## config.mk

```make
export PLATFORM = sky130hd
export DESIGN_NAME = resp_stage
export DESIGN_NICKNAME = d
export VERILOG_FILES = /design/src/hdl/cache_pkg.sv /design/src/hdl/resp_stage.sv
export VERILOG_INCLUDE_DIRS = /design/src /design/src/hdl
export SDC_FILE = /design/constraint.sdc
export NUM_CORES = 1
export LEC_CHECK = 0
export BUFFER_PORTS_ARGS = -buffer_cell sky130_fd_sc_hd__buf_2
export CAP_MARGIN = 20
export CORE_AREA = 10 10 164 166
export CTS_BUF_LIST = sky130_fd_sc_hd__clkbuf_16
export DETAILED_ROUTE_END_ITERATION = 10
export DIE_AREA = 0 0 174 176
export HOLD_SLACK_MARGIN = 0.05
export PLACE_DENSITY = 0.46
export REMOVE_ABC_BUFFERS = 1
export SLEW_MARGIN = 20
export SYNTH_ARGS = -nofsm -noshare
export SYNTH_HDL_FRONTEND = slang
export SYNTH_SLANG_ARGS = --single-unit
export TNS_END_PERCENT = 30
```

## constraint.sdc

```tcl
create_clock -name clk -period 0.8 [get_ports clk]
set_input_delay 0.04 -clock clk [delete_from_list [all_inputs] [get_ports clk]]
set_output_delay 0.04 -clock clk [all_outputs]
set_load 0.03 [all_outputs]
```

## src/hdl/cache_defs.svh

```systemverilog
`ifndef CACHE_DEFS_SVH
`define CACHE_DEFS_SVH

// Physical address split into tag, set index and byte offset
`define CB_ADDR_W 15
`define CB_TAG_W  8
`define CB_IDX_W  3
`define CB_OFF_W  4

// Bank organization
`define CB_WAYS   4
`define CB_SETS   8

// One line is 16 bytes
`define CB_LINE_W 128

// Return id carried on the writeback and fill channels
`define CB_ID_W   3

`endif
```

## src/hdl/cache_pkg.sv

```systemverilog
`include "cache_defs.svh"

package cache_pkg;

  localparam int WAY_W  = $clog2(`CB_WAYS);
  localparam int MASK_W = `CB_LINE_W / 8;

  // Address fields, tag in the upper bits
  typedef struct packed {
    logic [`CB_TAG_W-1:0] tag;
    logic [`CB_IDX_W-1:0] idx;
    logic [`CB_OFF_W-1:0] off;
  } paddr_fields_t;

  // Same address seen as a raw word or as its fields
  typedef union packed {
    logic [`CB_ADDR_W-1:0] raw;
    paddr_fields_t         f;
  } paddr_u;

  typedef struct packed {
    paddr_u                paddr;
    logic                  write;
    logic [`CB_LINE_W-1:0] wdata;
    logic [MASK_W-1:0]     mask;
  } cache_req_t;

  // Result of the tag compare on the indexed set
  typedef struct packed {
    logic                 hit;
    logic [WAY_W-1:0]     hit_way;
    logic [WAY_W-1:0]     victim_way;
    logic                 victim_dirty;
    logic [`CB_TAG_W-1:0] victim_tag;
  } lookup_t;

  // Word on a bus channel, data is don't care on the fill channel
  typedef struct packed {
    paddr_u                paddr;
    logic [`CB_ID_W-1:0]   id;
    logic [`CB_LINE_W-1:0] data;
  } bus_req_t;

endpackage

```

## src/hdl/resp_stage.sv

```systemverilog
`timescale 1ns/1ns

`include "cache_defs.svh"

module resp_stage
  import cache_pkg::*;
(
  input  logic                  clk,
  input  logic                  rst_n,
  input  logic                  done,
  input  logic                  hit_first,
  input  cache_req_t            cur_req,
  input  logic [`CB_LINE_W-1:0] merged_line,

  // To the output aligner
  output logic                  ex_valid,
  output logic [`CB_LINE_W-1:0] ex_data,
  output paddr_u                ex_paddr,
  output logic                  ex_wake
);

  // One pulse per done, wake only for a first-lookup hit
  always_ff @(posedge clk or negedge rst_n) begin
    if (!rst_n) begin
      ex_valid <= 1'b0;
      ex_wake  <= 1'b0;
    end else begin
      ex_valid <= done;
      if (done) begin
        ex_wake <= hit_first;
      end
    end
  end

  // Line after the write merge, so a write returns its new contents
  always_ff @(posedge clk) begin
    if (done) begin
      ex_data  <= merged_line;
      ex_paddr <= cur_req.paddr;
    end
  end

endmodule

```

==> run_results.csv <==
group,metric,value,unit
sta,finalWorstSetupSlack,-0.2433,ns
detailed_routing,wl_per_cell,17.29,um
critical_path,cp-end-kind,"output port",
cts,ctsLongestPathBuffers,2,
sta,setup_viol,145,
yosys,synth-xor-area-share,0,
cts,insertion_delay,0.41,ns
critical_path,crit_chain,"buf_6",
grt,grt_use_total,0.1045,
cts,clk_pin_slew,0.06,ns
cells_and_area,final_common_cell,"dlygate4sd3_1",
worst_hold_path,hold_class,"in -> reg",
die,die_area,30620,um^2
cells_and_area,mostFrequentLayoutCells,"147 x dlygate4sd3_1, 146 x buf_6, 145 x buf_2",
cts,tritoncts,"done",
cells_and_area,postLayoutCellArea,9373,um^2
outcome,violations,"negative setup slack",
critical_path,crit_cells,1,
die,io_pins,437,
sta,slew_headroom,0.7771,
yosys,yosysSeqAreaShare,0.9966,
placement,port_buffers,291,
detailed_routing,num_vias,3320,
power,peakVddDrop,1.107,mV
sta,fin_skew,0,ns
critical_path,cp-startpoint,"ex_data[50]",
yosys,synth-simple-area-share,0,
grt,grt_max_degree,61,
outcome,outcome,"finished with violations",
yosys,synth_warnings,0,
die,dieWidth,174,um
cells_and_area,syn2layout_area_growth,115.0,%
grt,antenna_found_initial,1,
critical_path,rrSetupSlack,0.01,ns
detailed_routing,firstDrtPassIters,4,
power,power_frac_seq,0.437,
sta,final_max_slew_viol_count,0,
grt,grt_pass1_vias,3860,
detailed_routing,via_per_inst,3.487,
die,core,23820,um^2
critical_path,startpoint_type,"flop",
power,sw_frac_of_total,0.2477,
sta,tns,-27.47,ns
critical_path,critPathKind,"reg -> out",
yosys,ys_ff_latch,145,
sta,hold_viol,0,
critical_path,r2r_end,"ex_wake",
cts,h-tree-depth,4,
critical_path,slowest_stage,"edfxtp_1",
cells_and_area,final_nets,906,
detailed_routing,totalWireLength,16.46,mm
placement,post-dp-hpwl,11.65,mm
yosys,synthesis.area,4359,um^2
cts,post_cts_buffers,0,
cts,root_buffer,"clkbuf_16",
critical_path,rr_worst_depth,1,
flow_run,drv_cap,0,
power,p_leak,3.878,nW
power,p_clk_frac,0.390,
grt,grt_pass1_wl,24.32,mm
grt,grt_overflow,0,
critical_path,endpoint,"ex_data[50]",
sta,fmax,958.5,MHz
detailed_routing,route.detailed.drc,0,
sta,rsz0062_at_grt,"yes",
yosys,synthDistinctLibCells,3,
yosys,avgSynthCellArea,29.86,um^2
detailed_routing,drt_iter0_drc,157,
cts,numCtsBuffers,17,
critical_path,crit_family,"flip-flops",
yosys,synthAdderAreaFrac,0,
cts,cts_num_sinks,145,
cells_and_area,layout-drive-gt1-share,0.5295,
critical_path,critical_path_arrival,1.00,ns
placement,placed_cell_area,6372,um^2
critical_path,critPathRequiredTime,0.76,ns
die,row_count,57,
detailed_routing,final_antenna_net_count,0,
placement,gp_congestion,0.7221,
die,initial_utilization,0.1830,
sta,fin_crit,1.043,ns
power,p_switching,5.295,mW
yosys,synthCells,146,
sta,worstMarginPinSlew,0.3344,ns
power,power_frac_comb,0.174,
yosys,synth_compound_area_frac,0,
yosys,muxShareOfSynthArea,0.003444,
power,p_int,16.08,mW
critical_path,reg2reg_from,"ex_wake",
critical_path,path_buf_inv,1,
cells_and_area,final_util,0.3935,
die,dieHeight,176,um
yosys,synth_top_family_by_area,"multiplexers",
critical_path,worst-path-max-fanout,1,
critical_path,cpPeakStageDelay,0.43,ns
sta,post-route-period-util,1.304,
power,p_per_area,2281,nW/um^2
## cell families after synthesis
kind of cell and after synthesis:
flip-flops 145, multiplexers 1
## registers in the layout, summed over array words and instances, names as in the netlist
signal / cells
ex_paddr: 15
ex_wake: 1
ex_valid: 1
ex_data: 128
## repair_timing
| action | in CTS | in global routing |
|---|---|---|
| resized for setup | 290 | 0 |
| endpoints found under the hold margin | 147 | 0 |
| hold buffers | 147 | 0 |
| cloned | 0 | 0 |
| setup endpoints to repair | 145 | 146 |
## per-stage QoR
stage / power (mW) / std cells / setup slack, ns / hold slack, ns
after floorplan: 10.58 / 146 / -0.08867 / -0.2556
after global placement: 11.79 / 772 / -0.02814 / -0.1741
after detailed placement: 11.82 / 772 / -0.04145 / -0.1702
after CTS: 21.70 / 951 / -0.2918 / 0.05190
after global routing: 22.20 / 952 / -0.2982 / 0.05664
final: 21.38 / 952 / -0.2433 / 0.07139
## cells in the mapped netlist
| master | instances | area [um^2] |
|---|---|---|
| mux2_4 | 1 | 15.01 |
| edfxtp_1 | 143 | 4294 |
| dfrtp_1 | 2 | 50.05 |
## layer usage
| metal | track usage | vias up | wire, um |
|---|---|---|---|
| met5 | 0 | - | 0 |
| met4 | 0.03171 | 0 | 167 |
| met3 | 0.06002 | 10 | 1812 |
| met2 | 0.1706 | 200 | 8016 |
| met1 | 0.1134 | 1574 | 6467 |
| li1 | - | 1536 | - |
## worst min-delay path by stage
stage                     startpoint            to  slack [ns]  depth (start not counted)
after global routing            done   ex_data[91]        0.06                          2
after global placement         rst_n      ex_valid       -0.17                          1
after detailed placement       rst_n       ex_wake       -0.17                          1
final                           done  ex_data[106]        0.07                          2
after floorplan                rst_n      ex_valid       -0.26                          0
after CTS                       done   ex_data[91]        0.05                          2
## power by group through the flow
stage / logic, mW / clock network, mW / registers (mW)
2_1_floorplan: 0.00830 / 0 / 10.6
3_3_place_gp: 2.47 / 0 / 9.32
3_5_place_dp: 2.49 / 0 / 9.34
4_1_cts: 3.74 / 8.62 / 9.34
5_1_grt: 3.88 / 8.93 / 9.40
6_report: 3.71 / 8.33 / 9.34
## area by class of cell
class | count | area (um^2)
diodes | 1 | 2.502
clock buffers | 17 | 425.4
clock inverters | 15 | 193.9
fillers | 2156 | 14450
multi-input cells | 1 | 15.01
flip-flops and latches | 145 | 4344
well taps | 324 | 405.4
repair buffers | 449 | 3986
Power figures use the tool's default switching activity.
