File: src/hdl/cache_defs.svh
`ifndef CACHE_DEFS_SVH
`define CACHE_DEFS_SVH

// Physical address split into tag, set index and byte offset
`define CB_ADDR_W 15
`define CB_TAG_W  8
`define CB_IDX_W  3
`define CB_OFF_W  4

// Bank organization
`define CB_WAYS   4
`define CB_SETS   8

// One line is 16 bytes
`define CB_LINE_W 128

// Return id carried on the writeback and fill channels
`define CB_ID_W   3

`endif
File: src/hdl/cache_pkg.sv
`include "cache_defs.svh"

package cache_pkg;

  localparam int WAY_W  = $clog2(`CB_WAYS);
  localparam int MASK_W = `CB_LINE_W / 8;

  // Address fields, tag in the upper bits
  typedef struct packed {
    logic [`CB_TAG_W-1:0] tag;
    logic [`CB_IDX_W-1:0] idx;
    logic [`CB_OFF_W-1:0] off;
  } paddr_fields_t;

  // Same address seen as a raw word or as its fields
  typedef union packed {
    logic [`CB_ADDR_W-1:0] raw;
    paddr_fields_t         f;
  } paddr_u;

  typedef struct packed {
    paddr_u                paddr;
    logic                  write;
    logic [`CB_LINE_W-1:0] wdata;
    logic [MASK_W-1:0]     mask;
  } cache_req_t;

  // Result of the tag compare on the indexed set
  typedef struct packed {
    logic                 hit;
    logic [WAY_W-1:0]     hit_way;
    logic [WAY_W-1:0]     victim_way;
    logic                 victim_dirty;
    logic [`CB_TAG_W-1:0] victim_tag;
  } lookup_t;

  // Word on a bus channel, data is don't care on the fill channel
  typedef struct packed {
    paddr_u                paddr;
    logic [`CB_ID_W-1:0]   id;
    logic [`CB_LINE_W-1:0] data;
  } bus_req_t;

endpackage

File: src/hdl/tag_array.sv
`timescale 1ns/1ns

`include "cache_defs.svh"

module tag_array
  import cache_pkg::*;
(
  input  logic             clk,
  input  logic             rst_n,
  input  logic             cur_valid,
  input  cache_req_t       cur_req,
  output lookup_t          lookup,

  // Install of a returned fill into the victim way
  input  logic             fill_install,
  input  logic [WAY_W-1:0] install_way,

  input  logic             done
);

  logic [`CB_TAG_W-1:0]              tag_mem [`CB_SETS][`CB_WAYS];
  logic [`CB_SETS-1:0][`CB_WAYS-1:0] valid_q;
  logic [`CB_SETS-1:0][`CB_WAYS-1:0] dirty_q;
  logic [`CB_SETS-1:0][2:0]          plru_q;

  logic [`CB_IDX_W-1:0] idx;
  logic [`CB_TAG_W-1:0] tag;
  logic [`CB_WAYS-1:0]  set_valid;
  logic [2:0]           set_plru;
  logic [WAY_W-1:0]     plru_way;

  // Tree bits point away from the most recent use
  function automatic logic [2:0] plru_touch(input logic [2:0] cur, input logic [WAY_W-1:0] way);
    logic [2:0] nxt;
    nxt    = cur;
    nxt[0] = ~way[1];
    if (way[1]) begin
      nxt[2] = ~way[0];
    end else begin
      nxt[1] = ~way[0];
    end
    return nxt;
  endfunction

  assign idx       = cur_req.paddr.f.idx;
  assign tag       = cur_req.paddr.f.tag;
  assign set_valid = valid_q[idx];
  assign set_plru  = plru_q[idx];

  // Root picks the pair, the leaf bit picks the way in it
  assign plru_way = set_plru[0] ? {1'b1, set_plru[2]} : {1'b0, set_plru[1]};

  always_comb begin
    lookup = '0;
    for (int w = 0; w < `CB_WAYS; w++) begin
      if (set_valid[w] && tag_mem[idx][w] == tag) begin
        lookup.hit     = cur_valid;
        lookup.hit_way = WAY_W'(w);
      end
    end
    // Lowest invalid way wins over the tree
    lookup.victim_way = plru_way;
    for (int w = `CB_WAYS - 1; w >= 0; w--) begin
      if (!set_valid[w]) begin
        lookup.victim_way = WAY_W'(w);
      end
    end
    lookup.victim_tag   = tag_mem[idx][lookup.victim_way];
    lookup.victim_dirty = set_valid[lookup.victim_way] & dirty_q[idx][lookup.victim_way];
  end

  always_ff @(posedge clk or negedge rst_n) begin
    if (!rst_n) begin
      valid_q <= '0;
      dirty_q <= '0;
      plru_q  <= '0;
    end else begin
      if (fill_install) begin
        valid_q[idx][install_way] <= 1'b1;
        dirty_q[idx][install_way] <= 1'b0;
      end
      if (done && cur_valid) begin
        plru_q[idx] <= plru_touch(set_plru, lookup.hit_way);
        if (cur_req.write) begin
          dirty_q[idx][lookup.hit_way] <= 1'b1;
        end
      end
    end
  end

  always_ff @(posedge clk) begin
    if (fill_install) begin
      tag_mem[idx][install_way] <= tag;
    end
  end

endmodule

File: config.mk
export PLATFORM = sky130hd
export DESIGN_NAME = tag_array
export DESIGN_NICKNAME = d
export VERILOG_FILES = /design/src/hdl/cache_pkg.sv /design/src/hdl/tag_array.sv
export VERILOG_INCLUDE_DIRS = /design/src /design/src/hdl
export SDC_FILE = /design/constraint.sdc
export NUM_CORES = 1
export LEC_CHECK = 0
export BUFFER_PORTS_ARGS = -buffer_cell sky130_fd_sc_hd__clkbuf_2
export CORE_ASPECT_RATIO = 1.25
export CORE_MARGIN = 2
export CORE_UTILIZATION = 52
export DETAILED_ROUTE_END_ITERATION = 10
export HOLD_SLACK_MARGIN = 0.03
export PLACE_DENSITY = 0.87
export SLEW_MARGIN = 20
export SYNTH_ARGS = -nofsm -noshare
export SYNTH_HDL_FRONTEND = slang
export SYNTH_SLANG_ARGS = --single-unit
File: constraint.sdc
create_clock -name clk -period 2.56 [get_ports clk]
set_input_delay 0.128 -clock clk [delete_from_list [all_inputs] [get_ports clk]]
set_output_delay 0.128 -clock clk [all_outputs]
set_load 0.02 [all_outputs]
==> reports/results.ini <==
[outcome]
status = complete, but fails checks
violations = negative setup slack

[cells_and_area]
mostFrequentLayoutCell = edfxtp_1
diodes = 0
layout_common_cells = 256 x edfxtp_1, 211 x buf_4, 88 x nand2_1, 88 x dfrtp_1, 54 x mux2i_1
fin_nets = 1405
drive_gt1_share_pct = 36.29
area_delta_synth_final_pct = 26.58
final_area_sq_mm = 0.01844

[power]
clockPowerShare_pct = 37.2
leakagePower_nw = 7.205
comb_power_share_pct = 14.5
fin_total_pwr_w = 0.01326
pwr-share-seq_pct = 48.2
powerDensity_mw_per_mm2 = 719.1
swShare_pct = 24.51
p_int_w = 0.01001
p_sw_w = 0.003250
ir_drop_mv = 0.4899

[drt]
vias_per_cell = 6.496
ant_nets = 0
vias = 10470
wl_per_cell_um = 26.96
drc = 0
drtIter0Drc = 1387
first_pass_iters = 6
wirelength_um = 43460

[timing]
fin_crit_ps = 3187
max_slew_margin_pct = 52.93
worst_pin_slew_ps = 703.9
final_hold_viol_count = 0
drv_slew = 0
finalSetupViolations = 46
setup_ws_ps = -627.3
finalClockSkew_ps = 22.99
tns_ps = -11280
rsz0062_at_grt = true
holdWs_ps = 99.14
max_freq_ghz = 0.3137
min_period_over_period_pct = 124.5

[logic_synthesis]
syn_area_sq_mm = 0.01457
synth_area_per_cell_sq_um = 14.70
synth_top_cell_area_share_pct = 52.76
synth_area_leaders = edfxtp_1 53%, dfrtp_1 15%, mux2i_1 4.1%
synth_edf_count = 256
synth.distinct_cells = 68
seq_area_frac_synth_pct = 67.87
ys.flop_type = edfxtp_1
postSynthCellCount = 991
synth_nets = 1158
synth_warnings = 0
ys_async_sr_fraction_pct = 25.58
synth.largest_area_cell = edfxtp_1
yosys_register_bits = 344

[clock_tree]
cts_buffer_depth = 3
cts_root_buffer = clkbuf_16
cts_buffers = 31
clk_pin_slew_ps = 70
cts_tree = built
cts.sinks = 344
insertion_delay_ps = 570
htreeDepth = 1

[worst_setup_path]
r2r_cells = 11
crit_arrival_ps = 3060
required_ps = 2430
critPathLaunchType = register
crit_fanout = 3
critPathCaptureType = primary output
crit_type = register to primary output

[run]
cap_violations = 0

[placement]
portBuffers = 32
gp_congestion = 0.9877
place_area_sq_mm = 0.01674
place_ws_ps = -571.5
hpwlAfterDp_um = 28360

[floorplan]
num_rows = 68
ios = 181
start_util_pct = 52.85
die_h_um = 191.2
die_w_um = 153.7
die-area_sq_mm = 0.02938
core_area_sq_mm = 0.02757

[min_path]
hold_path_class = primary input to asynchronous set/reset pin

[global_route]
grt_pass1_vias = 10430
grtUsageTotal_pct = 28.65
grt_max_degree = 47
antenna_found_initial = 0
overflow = 0
grt_pass1_wl_um = 63200

## metal layers
layer / track usage [%] / wire (um) / vias up
met3: 4.194 / 4352 / 206
met4: 17.50 / 3148 / 0
met2: 47.30 / 20700 / 790
met1: 35.98 / 15260 / 5174
met5: 0 / 0 / -
li1: - / - / 4302
## critical path: stages (launching register included)
cell     delay [ps]
dfrtp_1         410
mux2i_1         220
nor2_1           70
or4_4           500
nand2_4          80
a31o_4          150
inv_8            30
or4_4           410
a211o_1         310
a21oi_4         200
buf_8           130
## timing repair
item,4_1_cts,5_1_grt
gates resized for setup,62,65
hold endpoints to repair,60,0
pin swaps,31,14
buffers inserted,9,9
endpoints found under the setup margin,66,70
hold buffers,5,0
## synth_stat cells, types with 5 or more instances
master,instances
nor2b_1,7
and3b_1,5
mux2_2,36
o221ai_1,7
a22oi_1,20
a221oi_1,25
mux2i_1,60
a32o_1,10
mux4_2,20
edfxtp_1,256
nand2b_1,19
nand3_1,7
a21oi_1,16
o21ai_0,62
nor2_1,36
clkbuf_1,16
or2_2,18
xor2_1,23
dfrtp_1,88
nand2_1,92
buf_2,23
o22ai_1,14
nand3b_1,7
buf_6,7
xnor2_1,9
o31ai_1,8
inv_1,21
a221o_1,6
## worst paths after layout
check,slack [ps],startpoint,end
setup / recovery,-630,valid_q[13],lookup[8]
hold / removal,100,rst_n,dirty_q[12]
setup reg to reg,-300,tag_mem[7][5],plru_q[13]
hold reg to reg,470,valid_q[12],valid_q[12]
max in group asynchronous,1690,rst_n,valid_q[9]
min in group clk,100,cur_req[155],tag_mem[6][27]
## per-stage QoR
| stage | instances | util (%) |
|---|---|---|
| 2_1_floorplan | 991 | - |
| 3_3_place_gp | 1534 | 60.71 |
| 3_5_place_dp | 1534 | 60.71 |
| 4_1_cts | 1604 | 65.84 |
| 5_1_grt | 1612 | 66.90 |
| 6_report | 1612 | 66.90 |
## cell families (layout without fill, tap and decap cells)
group,after synthesis,after routing,share of synthesized area [%]
DFF,344,344,67.87
xor gates and xnor gates,32,32,1.924
and+or+nand+nor,226,226,8.055
AOI/OAI and AO/OA,198,198,9.506
buffers and inverters,74,345,2.542
muxes,117,117,10.10
## sequential cells by signal, indices dropped and copies added (netlist names)
signal,cells
tag_mem,256
dirty_q,32
valid_q,32
plru_q,24
## area by class of cell
cell class                      instances  area (sq um)
Sequential cell                       344          9889
Fill cell                            1758          9124
Multi-Input combinational cell        573          4775
Timing Repair Buffer                  265          2166
Clock buffer                           39         815.8
Tap cell                              350         437.9
Clock inverter                         18         265.3
Inverter                               23         93.84
## power groups by stage
stage               Sequential (W)  Combinational [W]  Clock, W
CTS                        0.00639            0.00175   0.00495
global placement           0.00648            0.00161         0
finish                     0.00640            0.00192   0.00494
detailed placement         0.00649            0.00165         0
global route               0.00641            0.00200   0.00515
floorplan                  0.00644           0.000927         0
Power figures use the tool's default switching activity.
