===== config.mk =====
export PLATFORM = sky130hd
export DESIGN_NAME = miss_ctrl
export DESIGN_NICKNAME = d
export VERILOG_FILES = /design/src/hdl/cache_pkg.sv /design/src/hdl/miss_ctrl.sv
export VERILOG_INCLUDE_DIRS = /design/src /design/src/hdl
export SDC_FILE = /design/constraint.sdc
export NUM_CORES = 1
export LEC_CHECK = 0
export BUFFER_PORTS_ARGS = -buffer_cell sky130_fd_sc_hd__buf_2
export CORE_AREA = 2 2 237 239
export DETAILED_ROUTE_END_ITERATION = 6
export DIE_AREA = 0 0 239 241
export SETUP_SLACK_MARGIN = 0.4
export SYNTH_ARGS = -nofsm -noshare
export SYNTH_HDL_FRONTEND = slang
export SYNTH_SLANG_ARGS = --single-unit

===== constraint.sdc =====
create_clock -name clk -period 11.8 [get_ports clk]
set_input_delay 2.36 -clock clk [delete_from_list [all_inputs] [get_ports clk]]
set_output_delay 2.36 -clock clk [all_outputs]
set_load 0.02 [all_outputs]

===== src/hdl/cache_defs.svh =====
`ifndef CACHE_DEFS_SVH
`define CACHE_DEFS_SVH

// Physical address split into tag, set index and byte offset
`define CB_ADDR_W 15
`define CB_TAG_W  8
`define CB_IDX_W  3
`define CB_OFF_W  4

// Bank organization
`define CB_WAYS   4
`define CB_SETS   8

// One line is 16 bytes
`define CB_LINE_W 128

// Return id carried on the writeback and fill channels
`define CB_ID_W   3

`endif

===== src/hdl/cache_pkg.sv =====
`include "cache_defs.svh"

package cache_pkg;

  localparam int WAY_W  = $clog2(`CB_WAYS);
  localparam int MASK_W = `CB_LINE_W / 8;

  // Address fields, tag in the upper bits
  typedef struct packed {
    logic [`CB_TAG_W-1:0] tag;
    logic [`CB_IDX_W-1:0] idx;
    logic [`CB_OFF_W-1:0] off;
  } paddr_fields_t;

  // Same address seen as a raw word or as its fields
  typedef union packed {
    logic [`CB_ADDR_W-1:0] raw;
    paddr_fields_t         f;
  } paddr_u;

  typedef struct packed {
    paddr_u                paddr;
    logic                  write;
    logic [`CB_LINE_W-1:0] wdata;
    logic [MASK_W-1:0]     mask;
  } cache_req_t;

  // Result of the tag compare on the indexed set
  typedef struct packed {
    logic                 hit;
    logic [WAY_W-1:0]     hit_way;
    logic [WAY_W-1:0]     victim_way;
    logic                 victim_dirty;
    logic [`CB_TAG_W-1:0] victim_tag;
  } lookup_t;

  // Word on a bus channel, data is don't care on the fill channel
  typedef struct packed {
    paddr_u                paddr;
    logic [`CB_ID_W-1:0]   id;
    logic [`CB_LINE_W-1:0] data;
  } bus_req_t;

endpackage


===== src/hdl/miss_ctrl.sv =====
`timescale 1ns/1ns

`include "cache_defs.svh"

module miss_ctrl
  import cache_pkg::*;
#(
  parameter logic [`CB_ID_W-1:0] BANK_ID = '0
) (
  input  logic                  clk,
  input  logic                  rst_n,
  input  logic                  cur_valid,
  input  cache_req_t            cur_req,
  input  lookup_t               lookup,
  input  logic [`CB_LINE_W-1:0] victim_line,
  input  logic                  fill_valid,

  output logic                  busy,
  output logic                  done,
  output logic                  hit_first,
  output logic                  fill_install,
  output logic [WAY_W-1:0]      install_way,

  // Writeback channel, dirty victims only
  output logic                  wb_valid,
  output bus_req_t              wb,

  // Fill request channel
  output logic                  fill_req,
  output bus_req_t              fill
);

  typedef enum logic [2:0] {
    S_IDLE,
    S_WB,
    S_REQ,
    S_WAIT,
    S_REPLAY
  } state_t;

  state_t               state;
  logic [WAY_W-1:0]     vic_way_q;
  logic [`CB_TAG_W-1:0] vic_tag_q;

  function automatic paddr_u line_addr(input logic [`CB_TAG_W-1:0] tag,
                                       input logic [`CB_IDX_W-1:0] idx);
    paddr_u a;
    a.f.tag = tag;
    a.f.idx = idx;
    a.f.off = '0;
    return a;
  endfunction

  // Stall for any lookup that is not completing this cycle
  assign busy = (state != S_IDLE) | (cur_valid & ~done);

  assign fill_install = (state == S_WAIT) & fill_valid;
  assign install_way  = vic_way_q;

  always_ff @(posedge clk or negedge rst_n) begin
    if (!rst_n) begin
      state     <= S_IDLE;
      done      <= 1'b0;
      hit_first <= 1'b0;
      wb_valid  <= 1'b0;
      fill_req  <= 1'b0;
      vic_way_q <= '0;
    end else begin
      done     <= 1'b0;
      wb_valid <= 1'b0;
      fill_req <= 1'b0;
      case (state)
        S_IDLE: begin
          if (cur_valid && !done) begin
            if (lookup.hit) begin
              done      <= 1'b1;
              hit_first <= 1'b1;
            end else begin
              vic_way_q <= lookup.victim_way;
              state     <= lookup.victim_dirty ? S_WB : S_REQ;
            end
          end
        end
        S_WB: begin
          wb_valid <= 1'b1;
          state    <= S_REQ;
        end
        S_REQ: begin
          fill_req <= 1'b1;
          state    <= S_WAIT;
        end
        S_WAIT: begin
          if (fill_valid) begin
            state <= S_REPLAY;
          end
        end
        S_REPLAY: begin
          // Line is now resident, so the replay hits
          if (lookup.hit) begin
            done      <= 1'b1;
            hit_first <= 1'b0;
            state     <= S_IDLE;
          end
        end
        default: state <= S_IDLE;
      endcase
    end
  end

  // Bus words follow the state one cycle later, with the pulse
  always_ff @(posedge clk) begin
    if (state == S_IDLE) begin
      vic_tag_q <= lookup.victim_tag;
    end
    if (state == S_WB) begin
      wb.paddr <= line_addr(vic_tag_q, cur_req.paddr.f.idx);
      wb.id    <= BANK_ID;
      wb.data  <= victim_line;
    end
    if (state == S_REQ) begin
      fill.paddr <= line_addr(cur_req.paddr.f.tag, cur_req.paddr.f.idx);
      fill.id    <= BANK_ID;
      fill.data  <= '0;
    end
  end

endmodule


==> results.json <==
{
  "synthArstFlopShare": 0.0539,
  "hpwlAfterDp_um": 17200,
  "power.switching_mw": 0.682,
  "synth_common_cells": "edfxtp_1 (158), buf_4 (142), dfrtp_1 (9)",
  "synth_edf_count": 158,
  "grt_overflow": 0,
  "grt_max_degree": 76,
  "synth-compound-area-share": 0.00966,
  "synth_area_mm2": 0.00622,
  "die_w_um": 239,
  "first_pass_iters": 4,
  "finalWeightedCongestion": 0.727,
  "period_needed_ns": 5.35,
  "core-area_mm2": 0.0549,
  "yosysSeqAreaShare": 0.799,
  "p_int_mw": 1.29,
  "synth_top_area_share": 0.763,
  "grt.total_usage": 0.0664,
  "die_y_um": 241,
  "yosys.area.top_type": "edfxtp_1",
  "p_clk_frac": 0.285,
  "root_buffer": "clkbuf_16",
  "io_pins": 606,
  "grt_pass1_vias": 3284,
  "swShare": 0.346,
  "critPathTopFamily": "simple AND/OR/NAND/NOR gates",
  "dpl_worst_slack_ns": 6.46,
  "critPathSlowestCell": "nor2b_1",
  "synth-seq-cells": 167,
  "tightestPinTransition_ns": 0.971,
  "finalCritPeriodShare": 0.453,
  "status": "completed",
  "rows": 86,
  "clk_pin_slew_ns": 0.07,
  "worstPathCellList": "buf_2 -> nor2b_1 -> nand2b_1 -> buf_2",
  "criticalPathCategory": "input port to primary output",
  "holdCritPathClass": "register to register",
  "wl_per_cell_um": 15.2,
  "grt_pass1_wl_um": 25300,
  "relSlewSlack": 0.353,
  "syn_avg_cell_area_um2": 18.7,
  "clockBufferDepth": 2,
  "finClkSkew_ns": 0.0173,
  "finalSetupViolations": 0,
  "synthXorXnorAreaFrac": 0,
  "post_cts_resized": 0,
  "r2r-start": "state[2]",
  "ant_nets": 0,
  "maxCapViolCount": 0,
  "fin_nets": 972,
  "drc": 0,
  "synth-simple-area-share": 0.0137,
  "path_max_fanout": 3,
  "clk_latency_ns": 0.43,
  "die-area_mm2": 0.0576,
  "vias_per_cell": 2.64,
  "clock-sinks": 167,
  "initial_utilization": 0.113,
  "vias": 3662,
  "power_density_mw_per_mm2": 225,
  "critPathArrivalTime_ns": 2.99,
  "endpoint_kind": "primary output",
  "syn_inst": 333,
  "r2r_slack_ns": 8.97,
  "crit_top_cell": "buf_2",
  "max_clock_freq_mhz": 187,
  "io_buffer_count": 312,
  "areaGrowthSynthToFinish_pct": 40.6,
  "cts_setup_buffers": 0,
  "cts_tree": "yes",
  "tns_ns": 0,
  "critPathLaunchType": "input port",
  "cts_buffers": 17,
  "synth_top_flop_cell": "edfxtp_1",
  "layout-drive-gt1-share": 0.515,
  "crit_start": "cur_valid",
  "ir_worst_vdd_mv": 0.0927,
  "synthMuxAreaShare": 0.00362,
  "combPwrFrac": 0.262,
  "hold_buffers": 0,
  "finalHoldViolations": 0,
  "cp_num_buf_inv": 2,
  "max_stage_delay_ns": 0.21,
  "fin_ws_ns": 6.45,
  "synth.distinct_cells": 22,
  "cellLeakagePower_nw": 3.64,
  "synth.most_common_cell": "edfxtp_1",
  "power_frac_seq": 0.453,
  "yosys_warnings": 0,
  "rsz0062_at_grt": "false",
  "worstHoldStart": "vic_tag_q[5]",
  "antenna_found_initial": 14,
  "yosys.area_share.adder": 0,
  "slew_violations": 0,
  "cts_htree_levels": 4,
  "finalWirelength_um": 21000,
  "synth_area_leaders": "edfxtp_1 (76%), buf_4 (17%), dfrtp_1 (3.6%)",
  "drt_iter0_markers": 130,
  "synth_top_family_by_area": "buffers and inverters",
  "critPathRequiredTime_ns": 9.44
}
-- sequential cells by signal (all words and copies together) (netlist names) --
| signal | count |
|---|---|
| fill | 11 |
| wb_valid | 1 |
| fill_req | 1 |
| state | 3 |
| done | 1 |
| wb | 139 |
| hit_first | 1 |
| install_way | 2 |
| vic_tag_q | 8 |
-- logic make-up after synthesis --
logic type	Yosys count
AO/OA/AOI/OAI	8
buffers and inverters	145
flip-flops	167
other	1
multiplexers	2
AND/OR/NAND/NOR	10
-- layout make-up --
class                   instances  area, µm²
fillers                      6052      46100
flip-flops and latches        167       4970
well taps                     704        881
clock inverters                12        144
diodes                          2       5.00
multi-input cells             162        712
clock buffers                  20        437
inverters                       2       7.51
repair buffers                316       1590
-- placed cells by master, fill, tap and decap left out --
cell / n
nand2b_1: 2
diode_2: 2
and4b_1: 1
nor3_4: 1
nor3b_4: 1
clkbuf_1: 3
dfrtp_1: 9
nor2_2: 1
a211oi_1: 1
edfxtp_1: 158
buf_2: 312
a21boi_1: 1
a31o_1: 1
inv_8: 2
buf_4: 4
nor2b_1: 1
nor3b_1: 1
clkinvlp_4: 1
nand2_2: 1
conb_1: 142
a31oi_1: 2
inv_6: 4
clkinv_4: 1
nor3b_2: 1
a21oi_1: 1
o211a_1: 1
bufinv_16: 2
mux2_1: 2
clkbuf_16: 17
clkinv_2: 2
a311oi_1: 1
inv_1: 2
-- through the flow --
step | hold WS [ns] | power [mW] | util | cells | area [µm²]
floorplan | 0.400 | 1.26 | - | 474 | 6750
global placement | 0.401 | 1.43 | 0.149 | 1351 | 8160
detailed placement | 0.406 | 1.44 | 0.149 | 1351 | 8160
CTS | 0.423 | 2.02 | 0.159 | 1383 | 8740
global route | 0.425 | 2.07 | 0.159 | 1383 | 8740
finish | 0.418 | 1.97 | 0.159 | 1385 | 8750
-- worst reg2reg max path, cell delays in order, from the launching register on --
cell and delay, ns:
dfrtp_1 0.52, nor3b_4 0.21, buf_4 0.71, buf_4 0.94
-- power groups by stage --
stage	clock, mW	sequential [mW]	combinational, mW
floorplan	0	1.09	0.164
global placement	0	0.903	0.529
detailed placement	0	0.907	0.535
CTS	0.586	0.895	0.535
global route	0.608	0.908	0.554
finish	0.561	0.893	0.516
-- per-layer routing --
| metal | up-vias | part of all wire | routed length [µm] | global-route usage |
|---|---|---|---|---|
| li1 | 1582 | - | - | - |
| met1 | 1717 | 0.31 | 6520 | 0.0579 |
| met2 | 314 | 0.53 | 11200 | 0.126 |
| met3 | 39 | 0.13 | 2720 | 0.0356 |
| met4 | 10 | 0.026 | 541 | 0.0259 |
| met5 | - | 0.0033 | 69 | 0 |
-- final timing paths --
check	end	cells past startpoint
worst max-delay path	busy	4
max in group asynchronous	install_way[0]	1
worst max register to register	wb[22]	3
worst min register to register	wb[143]	0
min in group asynchronous	fill_req	1
worst min-delay path	wb[143]	0
Note: power is estimated with default switching activity, not from simulation.
