--- src/hdl/cache_defs.svh ---
`ifndef CACHE_DEFS_SVH
`define CACHE_DEFS_SVH

// Physical address split into tag, set index and byte offset
`define CB_ADDR_W 15
`define CB_TAG_W  8
`define CB_IDX_W  3
`define CB_OFF_W  4

// Bank organization
`define CB_WAYS   4
`define CB_SETS   8

// One line is 16 bytes
`define CB_LINE_W 128

// Return id carried on the writeback and fill channels
`define CB_ID_W   3

`endif
--- src/hdl/cache_pkg.sv ---
`include "cache_defs.svh"

package cache_pkg;

  localparam int WAY_W  = $clog2(`CB_WAYS);
  localparam int MASK_W = `CB_LINE_W / 8;

  // Address fields, tag in the upper bits
  typedef struct packed {
    logic [`CB_TAG_W-1:0] tag;
    logic [`CB_IDX_W-1:0] idx;
    logic [`CB_OFF_W-1:0] off;
  } paddr_fields_t;

  // Same address seen as a raw word or as its fields
  typedef union packed {
    logic [`CB_ADDR_W-1:0] raw;
    paddr_fields_t         f;
  } paddr_u;

  typedef struct packed {
    paddr_u                paddr;
    logic                  write;
    logic [`CB_LINE_W-1:0] wdata;
    logic [MASK_W-1:0]     mask;
  } cache_req_t;

  // Result of the tag compare on the indexed set
  typedef struct packed {
    logic                 hit;
    logic [WAY_W-1:0]     hit_way;
    logic [WAY_W-1:0]     victim_way;
    logic                 victim_dirty;
    logic [`CB_TAG_W-1:0] victim_tag;
  } lookup_t;

  // Word on a bus channel, data is don't care on the fill channel
  typedef struct packed {
    paddr_u                paddr;
    logic [`CB_ID_W-1:0]   id;
    logic [`CB_LINE_W-1:0] data;
  } bus_req_t;

endpackage

--- src/hdl/data_array.sv ---
`timescale 1ns/1ns

`include "cache_defs.svh"

module data_array
  import cache_pkg::*;
(
  input  logic                  clk,
  input  cache_req_t            cur_req,
  input  lookup_t               lookup,
  input  logic                  done,

  // Fill return written into the victim way
  input  logic                  fill_install,
  input  logic [WAY_W-1:0]      install_way,
  input  logic [`CB_LINE_W-1:0] fill_data,

  output logic [`CB_LINE_W-1:0] rd_line,
  output logic [`CB_LINE_W-1:0] victim_line,
  output logic [`CB_LINE_W-1:0] merged_line
);

  localparam int LINES = `CB_SETS * `CB_WAYS;

  // Line storage addressed by {set, way}
  logic [`CB_LINE_W-1:0] line_mem [LINES];

  logic [`CB_IDX_W+WAY_W-1:0] rd_addr;
  logic [`CB_IDX_W+WAY_W-1:0] vic_addr;
  logic [`CB_IDX_W+WAY_W-1:0] fill_addr;

  assign rd_addr   = {cur_req.paddr.f.idx, lookup.hit_way};
  assign vic_addr  = {cur_req.paddr.f.idx, lookup.victim_way};
  assign fill_addr = {cur_req.paddr.f.idx, install_way};

  assign rd_line     = line_mem[rd_addr];
  assign victim_line = line_mem[vic_addr];

  // Byte merge of the write data, a read passes the line through
  always_comb begin
    merged_line = rd_line;
    for (int b = 0; b < MASK_W; b++) begin
      if (cur_req.write && cur_req.mask[b]) begin
        merged_line[b*8 +: 8] = cur_req.wdata[b*8 +: 8];
      end
    end
  end

  // Install and write-hit never fall on the same edge
  always_ff @(posedge clk) begin
    if (fill_install) begin
      line_mem[fill_addr] <= fill_data;
    end else if (done && cur_req.write) begin
      line_mem[rd_addr] <= merged_line;
    end
  end

endmodule

--- config.mk ---
export PLATFORM = sky130hd
export DESIGN_NAME = data_array
export DESIGN_NICKNAME = d
export VERILOG_FILES = /design/src/hdl/cache_pkg.sv /design/src/hdl/data_array.sv
export VERILOG_INCLUDE_DIRS = /design/src /design/src/hdl
export SDC_FILE = /design/constraint.sdc
export NUM_CORES = 2
export LEC_CHECK = 0
export BUFFER_PORTS_ARGS = -buffer_cell sky130_fd_sc_hd__buf_2
export CELL_PAD_IN_SITES_DETAIL_PLACEMENT = 0
export CELL_PAD_IN_SITES_GLOBAL_PLACEMENT = 1
export CORE_MARGIN = 3
export CORE_UTILIZATION = 30
export CTS_BUF_LIST = sky130_fd_sc_hd__clkbuf_2
export DETAILED_ROUTE_END_ITERATION = 10
export PLACE_DENSITY_LB_ADDON = 0.12
export REMOVE_ABC_BUFFERS = 1
export SLEW_MARGIN = 20
export SYNTH_ARGS = -nofsm -noshare
export SYNTH_HDL_FRONTEND = slang
export SYNTH_SLANG_ARGS = --single-unit
--- constraint.sdc ---
create_clock -name clk -period 12.1 [get_ports clk]
set_clock_uncertainty 0.15 [all_clocks]
set_input_delay 0 -clock clk [delete_from_list [all_inputs] [get_ports clk]]
set_output_delay 0 -clock clk [all_outputs]
set_load 0.01 [all_outputs]
==> out/results.txt <==
The via count of the first global-routing pass is 133000, and the proportion of register bits with asynchronous set or reset after synthesis is 0. Fraction of layout instances using a drive strength above 1: 0.285. The worst setup path is launched from an input pin. After the first detailed-routing iteration, the DRC count stood at 15500.

Port buffering added 668 buffers. Flip-flop and latch count after synthesis: 4096. For the reported max-cap violation count, the log shows 0. After detailed routing, the average wire length per cell comes to 37.8 um.

Top register by number of flip-flops: line_mem. The logs give 691 for the number of ports placed on the die boundary and 448000 um for the HPWL after detailed placement. Synthesized area divided by synthesized cell count: 17.1 um2. The finished cells cover 224000 um2. The analysis attributes to cell leakage a power of 79.0 nW. After clock tree synthesis, the clock-pin slew on the worst setup and hold paths is 0.10 ns.

Measured in cells, the most critical reg-to-reg path has a length of 8. The total number of vias came out at 130000. STA puts the critical path data required time at 11.95 ns.

Peak fanout along the critical path: 32. The final cycle utilization of the critical path was 0.640; the flip-flop count of the largest register, all copies and words added was 4096. Total length of routed wires: 855000 um. The deepest clock path buffer count was 5; the share of the synthesized netlist area taken by xor and xnor gates was 0.

After synthesis, the netlist uses 27 different library cells. The first global-routing pass estimated 1140000 um of wire. The synthesized design contains 4096 enable-type register cells. The tools report the count of filler cells inserted in the layout as 59800. The number of antenna violations at the first check in global routing is 64. The highest clock rate was 0.129 GHz; the vertical die dimension was 798 um. The initial cell density of the core was 0.301. For the final hold violation count, the log shows 0. The endpoint identified for the worst register-to-register timing path is line_mem[20][90]$_DFFE_PP_. The logs give 0.103 for the headroom to the max-slew limit and 1207 for the number of clock buffers inserted by TritonCTS. The fraction of the mapped netlist area in compound gates works out to 0.0675. The DRC violation count after routing is 0. The worst hold path passes through 8 cells. The weighted congestion at the end of routability-driven global placement was 0.789. The growth of design area from synthesis to finish works out to 18.9%. The hold-critical path endpoint is line_mem[7][71]$_DFFE_PP_. STA classifies the critical path endpoint as a primary output. The clock reaches the later pin of the worst-skew pair after 2.40 ns.

Share of synthesized cell area in and, or, nand and nor gates: 0.0263. The total placed instance area was 203000 um2; the mapped cell area was 188000 um2. The run gives 636000 um2 as the full die area. For this run, the leading register cell type out of synthesis is sky130_fd_sc_hd__edfxtp_1.

Number of cell rows: 290. Worst flop-to-flop path startpoint: line_mem[17][90]$_DFFE_PP_. The number of routed nets with antenna violations is 0, and the fraction of the yosys area taken by sequential cells is 0.654. The tools report the reg-to-reg setup timing slack as 7.35 ns. Maximum level of the CTS H-tree: 7.

The logs give 127 for the largest net degree at the start of global routing and 13800 for the net count of the finished layout. The clock drives 4096 sinks. Setup repair after global routing left no endpoint under its margin.

The path class of the tightest hold or removal check is input pin to flip-flop. The run gives 624000 um2 as the core area. The pre-antenna-repair detailed-routing pass consisted of 5 iterations. Clock tree synthesis selected as its root buffer the cell sky130_fd_sc_hd__clkbuf_2. The multiplexer area fraction after synthesis is 0.232. The pin slew with the least headroom to its limit came out at 1.33 ns. TritonCTS built the clock tree.

The critical path is of the input pin to primary output type. The global-route usage over all layers was 0.262; the detail-routed via count per cell was 5.73. The horizontal extent of the die was 798 um. Final hold analysis gives a worst-case slack of 0.214 ns. Share of synthesized cell area in full adder, half adder and majority cells: 0.

The run gives 0 as the total count of max-transition violations in the final report. The run gives 7.59 ns as the arrival time at the worst endpoint. The number of endpoints failing setup at the final stage was 0. The origin of the worst min-delay path was cur_req[87].

The run gives 0 as the number of synthesis warnings. The total overflow left after global routing is 0. By area, the combinational part of the netlist is dominated by multiplexers. The power density over cell area is 132 nW/um2. The largest registers in the layout are line_mem (4096). The post-cts sizing count was 0. The run finished with clean final reports.

Across the VDD grid, the largest voltage drop is 95.2 uV. The post-route minimum period came out at 7.74 ns. After technology mapping, the gate count stands at 11000.
## cells in the final DEF, fill, tap and decap left out, types with 16 or more instances in the layout
cell	n
sky130_fd_sc_hd__clkinv_2	22
sky130_fd_sc_hd__buf_2	713
sky130_fd_sc_hd__buf_4	329
sky130_fd_sc_hd__nand4_1	129
sky130_fd_sc_hd__nor4_1	185
sky130_fd_sc_hd__nor4_2	65
sky130_fd_sc_hd__nor2_4	33
sky130_fd_sc_hd__buf_12	84
sky130_fd_sc_hd__a22oi_1	512
sky130_fd_sc_hd__inv_2	19
sky130_fd_sc_hd__clkbuf_2	1734
sky130_fd_sc_hd__o22ai_1	1024
sky130_fd_sc_hd__nand2_1	410
sky130_fd_sc_hd__nor2_1	144
sky130_fd_sc_hd__mux2i_1	2048
sky130_fd_sc_hd__o21ai_0	128
sky130_fd_sc_hd__edfxtp_1	4096
sky130_fd_sc_hd__a31oi_1	127
sky130_fd_sc_hd__a21o_1	127
sky130_fd_sc_hd__and2_1	16
sky130_fd_sc_hd__dlygate4sd3_1	1046
sky130_fd_sc_hd__mux4_2	1024
sky130_fd_sc_hd__clkinv_1	193
sky130_fd_sc_hd__diode_2	35
## stage by stage
| step | setup TNS, ns | util | instances | setup slack [ns] | total power, W |
|---|---|---|---|---|---|
| finish | 0 | 0.358 | 22600 | 4.36 | 0.0294 |
| detailed placement | 0 | 0.325 | 19500 | 6.29 | 0.0195 |
| global placement | 0 | 0.325 | 19500 | 6.38 | 0.0194 |
| global route | 0 | 0.358 | 22600 | 4.32 | 0.0307 |
| floorplan | -3792.67 | - | 10100 | -2.04 | 0.0177 |
| CTS | 0 | 0.358 | 22500 | 4.49 | 0.0298 |
## cells by family after synthesis
| group | Yosys count |
|---|---|
| mux | 3072 |
| simple gates | 1015 |
| compound gates | 1925 |
| flops | 4096 |
| buf+inv | 867 |
## worst max-delay path: stages
cell and delay, ns:
sky130_fd_sc_hd__dlygate4sd3_1 0.56, sky130_fd_sc_hd__dlygate4sd3_1 0.60, sky130_fd_sc_hd__buf_2 0.35, sky130_fd_sc_hd__dlygate4sd3_1 1.11
sky130_fd_sc_hd__and3b_4 0.29, sky130_fd_sc_hd__dlygate4sd3_1 0.55, sky130_fd_sc_hd__buf_4 0.56, sky130_fd_sc_hd__buf_4 0.79
sky130_fd_sc_hd__buf_4 0.96, sky130_fd_sc_hd__buf_4 0.72, sky130_fd_sc_hd__a22oi_1 0.26, sky130_fd_sc_hd__nand4_1 0.45
sky130_fd_sc_hd__buf_2 0.24
## routing by layer
layer | wire (um) | GRT usage | vias to the layer above
met1 | 368000 | 0.362 | 69500
li1 | - | - | 52200
met5 | 13 | 0 | -
met2 | 397000 | 0.416 | 6587
met3 | 64400 | 0.0516 | 1281
met4 | 25500 | 0.0826 | 2
## what timing repair did
| item | 4_1_cts | 5_1_grt |
|---|---|---|
| buffers inserted | 0 | 0 |
| hold endpoints to repair | 8192 | 1311 |
| hold buffers | 1072 | 43 |
## cells in the mapped netlist (2+ instances only)
master	instances	area, um2
sky130_fd_sc_hd__edfxtp_1	4096	123000
sky130_fd_sc_hd__mux2i_1	2048	20500
sky130_fd_sc_hd__mux4_2	1024	23100
sky130_fd_sc_hd__o22ai_1	1024	6410
sky130_fd_sc_hd__a22oi_1	512	3840
sky130_fd_sc_hd__buf_2	427	2140
sky130_fd_sc_hd__nand2_1	410	1540
sky130_fd_sc_hd__clkbuf_1	374	1400
sky130_fd_sc_hd__nor4_1	256	1600
sky130_fd_sc_hd__nor2_1	178	668
sky130_fd_sc_hd__a31oi_1	132	826
sky130_fd_sc_hd__a21o_1	129	968
sky130_fd_sc_hd__nand4_1	129	807
sky130_fd_sc_hd__o21ai_0	128	641
sky130_fd_sc_hd__buf_1	58	218
sky130_fd_sc_hd__and2_1	16	100
sky130_fd_sc_hd__buf_4	6	45.0
sky130_fd_sc_hd__nand4bb_1	6	67.6
sky130_fd_sc_hd__nor3b_1	5	37.5
sky130_fd_sc_hd__nand4b_1	4	35.0
sky130_fd_sc_hd__or4b_1	4	40.0
sky130_fd_sc_hd__and3b_1	2	17.5
sky130_fd_sc_hd__inv_1	2	7.51
sky130_fd_sc_hd__nor3_1	2	10.0
## report_power, final
group / total, W / internal [W] / switching [W]
clock: 0.00992 / 0.00383 / 0.00609
combinational: 0.00353 / 0.00127 / 0.00226
sequential: 0.0159 / 0.0159 / 0.0000541
## area by class of cell
type	count	area [um2]	area share
flip-flops and latches	4096	123000	0.550
clock buffers	1730	8660	0.0387
repair buffers	2178	18300	0.0817
multi-input cells	6012	62100	0.278
well taps	8322	10400	0.0466
diodes	35	87.6	0.000392
clock inverters	237	996	0.00446
inverters	2	7.51	0.0000336
## how the worst max path moves through the flow
stage | slack (ns) | end | from
floorplan | -2.04 | line_mem[17][0]$_DFFE_PP_ | cur_req[149]
global placement | 6.38 | line_mem[12][17]$_DFFE_PP_ | lookup[11]
detailed placement | 6.29 | line_mem[13][17]$_DFFE_PP_ | lookup[11]
CTS | 4.49 | victim_line[51] | cur_req[149]
global route | 4.32 | victim_line[26] | cur_req[149]
finish | 4.36 | victim_line[51] | cur_req[149]
No activity file was read; power rests on OpenSTA's default activity.
